**config.mk**
```make
export PLATFORM = sky130hd
export DESIGN_NAME = fetch_frontend_top
export DESIGN_NICKNAME = d
export VERILOG_FILES = /design/src/logic/fetch_pkg.sv /design/src/logic/fetch_predecode.sv /design/src/logic/fetch_queue.sv /design/src/logic/issue_pair_select.sv /design/src/logic/fetch_frontend_top.sv
export SDC_FILE = /design/constraint.sdc
export NUM_CORES = 2
export LEC_CHECK = 0
export ABC_CLOCK_PERIOD_IN_PS = 9590
export BUFFER_PORTS_ARGS = -buffer_cell sky130_fd_sc_hd__buf_2
export CELL_PAD_IN_SITES_DETAIL_PLACEMENT = 1
export CELL_PAD_IN_SITES_GLOBAL_PLACEMENT = 1
export CORE_ASPECT_RATIO = 0.75
export CORE_UTILIZATION = 45
export DETAILED_ROUTE_END_ITERATION = 6
export GPL_ROUTABILITY_DRIVEN = 1
export PLACE_DENSITY = 0.69
export SYNTH_ARGS = -nofsm -noshare
export SYNTH_HDL_FRONTEND = slang
export SYNTH_SLANG_ARGS = --single-unit
```
**constraint.sdc**
```tcl
create_clock -name clk -period 9.59 [get_ports clk]
set_input_delay 0.959 -clock clk [delete_from_list [all_inputs] [get_ports clk]]
set_output_delay 0.959 -clock clk [all_outputs]
set_load 0.01 [all_outputs]
```
**src/logic/fetch_pkg.sv**
```systemverilog
package fetch_pkg;

    // a word is a branch when its top two bits equal this major code.
    localparam logic [1:0] BRANCH_MAJOR = 2'b01;

    // writes to r0 are discarded, so they never create a dependency.
    localparam logic [4:0] REG_ZERO = 5'd0;

    // byte distance between the two instructions of one bundle.
    localparam logic [31:0] INST_BYTES = 32'd4;

    // one instruction word seen as a three-register ALU word or as a branch word.
    typedef union packed {
        struct packed {
            logic [16:0] opcode;
            logic [4:0]  rk;
            logic [4:0]  rj;
            logic [4:0]  rd;
        } reg3;
        struct packed {
            logic [5:0]  opcode;
            logic [15:0] offs16;
            logic [4:0]  rj;
            logic [4:0]  rd;
        } branch;
    } inst_word_u;

    // cache reply, the lower word is the older instruction.
    typedef struct packed {
        logic [31:0] pc;
        logic [63:0] inst;
        logic        two_valid;
        logic [1:0]  plv;
        logic [15:0] excp_arg;
    } fetch_bundle_t;

    // one predecoded instruction as held in the queue.
    typedef struct packed {
        logic [31:0] pc;
        inst_word_u  inst;
        logic [1:0]  plv;
        logic [15:0] excp_arg;
        logic        is_branch;
    } fetch_entry_t;

    // the pair handed to decode each cycle.
    typedef struct packed {
        fetch_entry_t slot0;
        fetch_entry_t slot1;
        logic         valid0;
        logic         valid1;
    } issue_pair_t;

endpackage

```
**src/logic/fetch_predecode.sv**
```systemverilog
module fetch_predecode
    import fetch_pkg::*;
(
    input  logic          clk,
    input  logic          rst_n,
    input  logic          flush,
    input  logic          fetch_valid,
    input  fetch_bundle_t fetch_bundle,
    input  logic          fetch_stall,
    output fetch_entry_t  enq_entry0,
    output fetch_entry_t  enq_entry1,
    output logic [1:0]    enq_count
);

    logic         accept;
    inst_word_u   word0;
    inst_word_u   word1;
    fetch_entry_t entry0;
    fetch_entry_t entry1;

    // the cache only presents a bundle while the stall is low, but the
    // acceptance is still qualified here so a late bundle is never taken.
    assign accept = fetch_valid && !fetch_stall;

    assign word0 = fetch_bundle.inst[31:0];
    assign word1 = fetch_bundle.inst[63:32];

    // entry0 carries the exception argument of the whole bundle.
    always_comb begin
        entry0.pc        = fetch_bundle.pc;
        entry0.inst      = word0;
        entry0.plv       = fetch_bundle.plv;
        entry0.excp_arg  = fetch_bundle.excp_arg;
        entry0.is_branch = (word0.branch.opcode[5:4] == BRANCH_MAJOR);
    end

    // the second slot never reports an exception of its own.
    always_comb begin
        entry1.pc        = fetch_bundle.pc + INST_BYTES;
        entry1.inst      = word1;
        entry1.plv       = fetch_bundle.plv;
        entry1.excp_arg  = 16'h0000;
        entry1.is_branch = (word1.branch.opcode[5:4] == BRANCH_MAJOR);
    end

    // the count is the only control state of this stage.
    always_ff @(posedge clk or negedge rst_n) begin
        if (!rst_n) begin
            enq_count <= 2'd0;
        end else if (flush || !accept) begin
            enq_count <= 2'd0;
        end else if (fetch_bundle.two_valid) begin
            enq_count <= 2'd2;
        end else begin
            enq_count <= 2'd1;
        end
    end

    always_ff @(posedge clk) begin
        if (accept) begin
            enq_entry0 <= entry0;
            enq_entry1 <= entry1;
        end
    end

endmodule

```
**src/logic/fetch_queue.sv**
```systemverilog
module fetch_queue
    import fetch_pkg::*;
#(
    parameter int QUEUE_DEPTH = 16
) (
    input  logic                         clk,
    input  logic                         rst_n,
    input  logic                         flush,
    input  fetch_entry_t                 enq_entry0,
    input  fetch_entry_t                 enq_entry1,
    input  logic [1:0]                   enq_count,
    input  logic [1:0]                   deq_count,
    output fetch_entry_t                 head0,
    output fetch_entry_t                 head1,
    output logic [$clog2(QUEUE_DEPTH):0] occupancy,
    output logic                         fetch_stall
);

    localparam int AW = $clog2(QUEUE_DEPTH);

    // two entries sit in the predecode register and two more may be
    // accepted in the same cycle, so four slots must stay free.
    localparam int STALL_MARGIN = 4;

    fetch_entry_t  mem [QUEUE_DEPTH];

    logic [AW-1:0] head_ptr;
    logic [AW-1:0] tail_ptr;
    logic [AW-1:0] head_ptr_inc;
    logic [AW-1:0] tail_ptr_inc;
    logic [AW:0]   count;
    logic [AW:0]   count_next;
    logic [AW:0]   free_slots;
    logic          do_enq0;
    logic          do_enq1;

    assign do_enq0 = (enq_count != 2'd0);
    assign do_enq1 = (enq_count == 2'd2);

    // the depth is a power of two, so the pointers wrap on their own.
    assign head_ptr_inc = head_ptr + 1'b1;
    assign tail_ptr_inc = tail_ptr + 1'b1;

    assign count_next = count + (AW + 1)'(enq_count) - (AW + 1)'(deq_count);

    assign free_slots  = (AW + 1)'(QUEUE_DEPTH) - count;
    assign fetch_stall = (free_slots < (AW + 1)'(STALL_MARGIN));

    assign occupancy = count;

    // head1 is only meaningful when at least two entries are held.
    assign head0 = mem[head_ptr];
    assign head1 = mem[head_ptr_inc];

    // entry0 always goes to the tail, entry1 to the slot after it.
    always_ff @(posedge clk) begin
        if (do_enq0) begin
            mem[tail_ptr] <= enq_entry0;
        end
        if (do_enq1) begin
            mem[tail_ptr_inc] <= enq_entry1;
        end
    end

    always_ff @(posedge clk or negedge rst_n) begin
        if (!rst_n) begin
            tail_ptr <= '0;
        end else if (flush) begin
            tail_ptr <= '0;
        end else begin
            tail_ptr <= tail_ptr + AW'(enq_count);
        end
    end

    // the select stage never asks for more than it sees, so the head
    // cannot pass the tail.
    always_ff @(posedge clk or negedge rst_n) begin
        if (!rst_n) begin
            head_ptr <= '0;
        end else if (flush) begin
            head_ptr <= '0;
        end else begin
            head_ptr <= head_ptr + AW'(deq_count);
        end
    end

    always_ff @(posedge clk or negedge rst_n) begin
        if (!rst_n) begin
            count <= '0;
        end else if (flush) begin
            count <= '0;
        end else begin
            count <= count_next;
        end
    end

endmodule

```
**src/logic/issue_pair_select.sv**
```systemverilog
module issue_pair_select
    import fetch_pkg::*;
#(
    parameter int QUEUE_DEPTH = 16
) (
    input  fetch_entry_t                 head0,
    input  fetch_entry_t                 head1,
    input  logic [$clog2(QUEUE_DEPTH):0] occupancy,
    input  logic                         decode_stall,
    output issue_pair_t                  issue,
    output logic [1:0]                   deq_count
);

    localparam int OW = $clog2(QUEUE_DEPTH) + 1;

    logic has_one;
    logic has_two;
    logic rd_hit;
    logic pair_ok;
    logic valid0;
    logic valid1;

    assign has_one = (occupancy >= OW'(1));
    assign has_two = (occupancy >= OW'(2));

    // the second instruction reads a register the first one writes.
    assign rd_hit = (head1.inst.reg3.rj == head0.inst.reg3.rd) ||
                    (head1.inst.reg3.rk == head0.inst.reg3.rd);

    // a branch in slot0 always issues alone, since the next word may
    // not be on the taken path.
    assign pair_ok = !head0.is_branch &&
                     (!rd_hit || (head0.inst.reg3.rd == REG_ZERO));

    assign valid0 = has_one && !decode_stall;
    assign valid1 = has_two && !decode_stall && pair_ok;

    always_comb begin
        issue.slot0  = head0;
        issue.slot1  = head1;
        issue.valid0 = valid0;
        issue.valid1 = valid1;
    end

    // valid1 never rises without valid0, so this is 0, 1 or 2.
    assign deq_count = {1'b0, valid0} + {1'b0, valid1};

endmodule

```
**src/logic/fetch_frontend_top.sv**
```systemverilog
module fetch_frontend_top
    import fetch_pkg::*;
#(
    parameter int QUEUE_DEPTH = 16
) (
    input  logic          clk,
    input  logic          rst_n,
    input  logic          flush,
    input  logic          fetch_valid,
    input  fetch_bundle_t fetch_bundle,
    output logic          fetch_stall,
    input  logic          decode_stall,
    output issue_pair_t   issue
);

    fetch_entry_t                 enq_entry0;
    fetch_entry_t                 enq_entry1;
    logic [1:0]                   enq_count;
    fetch_entry_t                 head0;
    fetch_entry_t                 head1;
    logic [$clog2(QUEUE_DEPTH):0] occupancy;
    logic [1:0]                   deq_count;

    fetch_predecode u_predecode (
        .clk          (clk),
        .rst_n        (rst_n),
        .flush        (flush),
        .fetch_valid  (fetch_valid),
        .fetch_bundle (fetch_bundle),
        .fetch_stall  (fetch_stall),
        .enq_entry0   (enq_entry0),
        .enq_entry1   (enq_entry1),
        .enq_count    (enq_count)
    );

    fetch_queue #(
        .QUEUE_DEPTH (QUEUE_DEPTH)
    ) u_queue (
        .clk         (clk),
        .rst_n       (rst_n),
        .flush       (flush),
        .enq_entry0  (enq_entry0),
        .enq_entry1  (enq_entry1),
        .enq_count   (enq_count),
        .deq_count   (deq_count),
        .head0       (head0),
        .head1       (head1),
        .occupancy   (occupancy),
        .fetch_stall (fetch_stall)
    );

    issue_pair_select #(
        .QUEUE_DEPTH (QUEUE_DEPTH)
    ) u_issue_select (
        .head0        (head0),
        .head1        (head1),
        .occupancy    (occupancy),
        .decode_stall (decode_stall),
        .issue        (issue),
        .deq_count    (deq_count)
    );

endmodule

```
==> impl_metrics.env <==
export IMPL_run_status="finished, final reports clean"
export IMPL_finish_net_count=5175
export IMPL_drc=0
export IMPL_share_of_total_power_in_sequential_cells=0.394
export IMPL_post_dp_hpwl_microns=161000
export IMPL_syn_to_final_growth_pct=10.2
export IMPL_ctsResizeCount=0
export IMPL_floorplan_die_width_microns=482
export IMPL_switching_share=0.347
export IMPL_seq_area_frac_synth=0.540
export IMPL_reg2reg_slack_ns=3.24
export IMPL_critPathMaxStageDelay_ns=1.05
export IMPL_average_routed_wire_per_standard_cell_microns=40.8
export IMPL_grt_overflow_total=0
export IMPL_worstPathCellList="buf_4 -> buf_4 -> buf_4 -> mux4_2 -> mux4_2 -> buf_2"
export IMPL_synth_top_family_by_area="multiplexers"
export IMPL_netlist_top_cell_by_area="sky130_fd_sc_hd__edfxtp_1"
export IMPL_report_final_slew_viol_count=0
export IMPL_synth_adder_area_share=0.00344
export IMPL_yosys_mux_area_fraction=0.240
export IMPL_syn_mean_instance_area_sq_um=15.0
export IMPL_yosys_cell_count_top_type="sky130_fd_sc_hd__edfxtp_1"
export IMPL_post_synth_and_or_nand_nor_area_fraction=0.0399
export IMPL_fp_dieArea_sq_mm=0.175
export IMPL_yosys_register_bits=1489
export IMPL_initial_core_utilization=0.456
export IMPL_routed_wl_microns=303000
export IMPL_arrival_ns=6.18
export IMPL_final_hold_viol_count=0
export IMPL_cts_buffer_depth=3
export IMPL_cts_buffers_inserted=155
export IMPL_layout_core_utilization=0.502
export IMPL_post_place_ws_ns=3.23
export IMPL_worstPathMaxFanout=62
export IMPL_crit_reg2reg_launch="u_queue.head_ptr[0]"
export IMPL_crit_path_end_kind="output pin"
export IMPL_setup_viol=0
export IMPL_power_density_cell_area_mw_per_mm2=248
export IMPL_grt_pass1_wl_microns=424000
export IMPL_delay_heaviest_family_cp="buffers and inverters"
export IMPL_cts_max_level=4
export IMPL_synth_flop_cell="sky130_fd_sc_hd__edfxtp_1"
export IMPL_fin_skew_ns=0.0366
export IMPL_setup_repair_after_global_routing_missed_its_margin="false"
export IMPL_worstPathBufferInverterCount=4
export IMPL_worst_ep_required_ns=8.63
export IMPL_synth_top_cells_by_area="sky130_fd_sc_hd__edfxtp_1, sky130_fd_sc_hd__mux4_2, sky130_fd_sc_hd__a22o_1"
export IMPL_power_share_clock=0.295
export IMPL_synthCells=5205
export IMPL_crit_path_top_delay_cell="sky130_fd_sc_hd__dfrtp_4"
export IMPL_drt_pre_antenna_iters=7
export IMPL_layout_drive_gt1_share=0.298
export IMPL_tns_ns=0
export IMPL_synth_edf_count=1218
export IMPL_clock_insertion_delay_worst_skew_ns=0.83
export IMPL_asr_flop_ratio_synth=0.0101
export IMPL_ioPinCount=289
export IMPL_syn_num_nets=5344
export IMPL_max_freq_mhz=140
export IMPL_power_combinational_fraction=0.310
export IMPL_grt_pass1_vias=54592
export IMPL_row_count=131
export IMPL_measured_slew_at_the_worst_slew_check_pin_ns=1.30
export IMPL_power_net_switching_w=0.00737
export IMPL_clkTransAtPathRegs_ns=0.06
export IMPL_max_slew_margin_rel=0.134
export IMPL_drt_vias_per_instance=7.46
export IMPL_synth_area_sq_mm=0.0779
export IMPL_min_path_type="in -> async"
export IMPL_postLayoutSetupSlackWorst_ns=2.45
export IMPL_num_vias=55361
export IMPL_synth_compound_gate_area_share=0.132
export IMPL_netlist_top_cells_count="sky130_fd_sc_hd__edfxtp_1, sky130_fd_sc_hd__a22o_1, sky130_fd_sc_hd__mux4_2, sky130_fd_sc_hd__nand2_1, sky130_fd_sc_hd__clkbuf_1"
export IMPL_final_period_util=0.745
export IMPL_criticalPathCategory="reg -> out"
export IMPL_ff2ff_path_depth=18
export IMPL_worst_setup_path_start_kind="flop"
export IMPL_xor_and_xnor_area_share_after_synthesis=0.00538
export IMPL_grt_max_degree=152
export IMPL_route_antenna_remaining_nets=0
export IMPL_post_synth_num_cell_types=44
export IMPL_clock_tree_from_tritoncts="built"
export IMPL_die_h_microns=362
export IMPL_cts_sinks=1489
export IMPL_maxCapViolCount=0
export IMPL_grt_use_total=0.344
export IMPL_intPower_w=0.0139
export IMPL_place_gp_congestion=0.800
export IMPL_path_common_cell="sky130_fd_sc_hd__buf_4"
export IMPL_power_leakage_nw=26.4
export IMPL_grt_antenna_before_repair=5
export IMPL_ctsHoldBuffers=0
export IMPL_port_buffers=288
export IMPL_synthesis_warnings=0
export IMPL_core_sq_mm=0.171
export IMPL_reg2reg_to="u_queue.occupancy[4]"
export IMPL_max_vdd_ir_drop_mv=0.427
export IMPL_first_iter_violations=8364
export IMPL_post_synth_top_area_fraction=0.469
export IMPL_min_period_ns=7.14
export IMPL_master_cell_of_the_clock_root_buffer="sky130_fd_sc_hd__clkbuf_16"
export IMPL_postCtsSetupBuffers=0
-- sequential cells by signal, summed over array words and instances, names as in the netlist --
register / count
u_predecode.enq_count: 2
u_queue.head_ptr: 4
u_queue.tail_ptr: 4
u_predecode.enq_entry0: 81
u_queue.mem: 1328
u_predecode.enq_entry1: 65
u_queue.occupancy: 5
-- power groups by stage --
| stage | Combinational [W] | Sequential (W) | Clock, W |
|---|---|---|---|
| detailed placement | 0.00656 | 0.00848 | 0 |
| finish | 0.00659 | 0.00838 | 0.00628 |
| global route | 0.00685 | 0.00845 | 0.00655 |
| global placement | 0.00652 | 0.00844 | 0 |
| CTS | 0.00659 | 0.00835 | 0.00631 |
| floorplan | 0.00495 | 0.00773 | 0 |
-- final cells by class --
type,instances,area (sq um)
multi-input cells,2935,33100
repair buffers,430,2580
diodes,2,5.00
inverters,25,116
clock inverters,71,741
fillers,16087,85100
clock buffers,213,4380
flip-flops and latches,1489,42100
well taps,2261,2830
-- metal layers --
| metal | global-route usage | part of all wire |
|---|---|---|
| met5 | 0 | 0.000043 |
| met4 | 0.140 | 0.045 |
| met3 | 0.0837 | 0.13 |
| met2 | 0.516 | 0.45 |
| met1 | 0.481 | 0.38 |
-- cells by family after synthesis --
kind of cell / count (synthesis)
flip-flops: 1489
AO/OA/AOI/OAI: 1294
buffers and inverters: 781
XOR/XNOR: 47
multiplexers: 835
adder cells (fa/ha/maj): 19
AND/OR/NAND/NOR: 740
-- how the worst max path moves through the flow --
stage,start,to,slack [ns],depth (start not counted)
finish,u_queue.head_ptr[0],issue[70],2.45,6
global route,u_queue.head_ptr[0],issue[70],2.03,6
CTS,u_queue.head_ptr[0],issue[70],2.37,6
detailed placement,u_queue.head_ptr[0],issue[70],3.23,6
global placement,u_queue.head_ptr[0],u_queue.occupancy[4],3.33,18
floorplan,u_queue.occupancy[2],u_predecode.enq_count[1],1.73,6
-- cells in the final DEF, fill, tap and decap left out, types with 8 or more instances in the layout --
master	netlist	layout
sky130_fd_sc_hd__clkinv_1	0	20
sky130_fd_sc_hd__mux4_2	821	821
sky130_fd_sc_hd__bufinv_16	0	13
sky130_fd_sc_hd__clkbuf_16	0	164
sky130_fd_sc_hd__nor2_4	0	33
sky130_fd_sc_hd__clkinv_2	0	19
sky130_fd_sc_hd__dfxtp_1	256	256
sky130_fd_sc_hd__dfrtp_1	15	11
sky130_fd_sc_hd__nand3_1	18	18
sky130_fd_sc_hd__buf_2	63	288
sky130_fd_sc_hd__buf_4	7	136
sky130_fd_sc_hd__edfxtp_1	1218	1218
sky130_fd_sc_hd__o21ai_0	265	261
sky130_fd_sc_hd__nor2b_1	51	51
sky130_fd_sc_hd__nand2b_1	8	8
sky130_fd_sc_hd__clkbuf_8	0	9
sky130_fd_sc_hd__inv_1	25	16
sky130_fd_sc_hd__a22o_1	1008	1008
sky130_fd_sc_hd__clkbuf_1	507	40
sky130_fd_sc_hd__xnor2_1	34	34
sky130_fd_sc_hd__nor2_1	62	29
sky130_fd_sc_hd__nand2_1	543	543
sky130_fd_sc_hd__and2_1	31	31
sky130_fd_sc_hd__mux2i_1	12	12
sky130_fd_sc_hd__xor2_1	12	11
sky130_fd_sc_hd__inv_4	0	9
sky130_fd_sc_hd__ha_1	15	14
-- worst register-to-register path, stage by stage, from the launching register on --
cell and delay (ns):
sky130_fd_sc_hd__dfrtp_4 1.05, sky130_fd_sc_hd__buf_4 1.01, sky130_fd_sc_hd__mux4_2 0.65, sky130_fd_sc_hd__mux4_2 0.58, sky130_fd_sc_hd__or4_4 0.52, sky130_fd_sc_hd__nor2_2 0.12, sky130_fd_sc_hd__nor4_1 0.08, sky130_fd_sc_hd__nor4_2 0.42
sky130_fd_sc_hd__ha_1 0.33, sky130_fd_sc_hd__ha_1 0.28, sky130_fd_sc_hd__inv_1 0.04, sky130_fd_sc_hd__ha_1 0.18, sky130_fd_sc_hd__inv_1 0.08, sky130_fd_sc_hd__fa_1 0.21, sky130_fd_sc_hd__inv_1 0.05, sky130_fd_sc_hd__a21oi_1 0.13
sky130_fd_sc_hd__nor2_1 0.07, sky130_fd_sc_hd__or3_1 0.31, sky130_fd_sc_hd__a21oi_1 0.16
-- stage by stage --
stage | hold WS, ns | power, W | instances | cell area (sq um)
after global routing | 0.102 | 0.0218 | 7424 | 85900
after detailed placement | 0.463 | 0.0150 | 7140 | 80700
final | 0.111 | 0.0213 | 7426 | 85900
after global placement | 0.450 | 0.0150 | 7140 | 80700
after CTS | 0.0637 | 0.0212 | 7424 | 85900
after floorplan | 0.443 | 0.0127 | 5205 | 77900
Note: power is estimated with default switching activity, not from simulation.
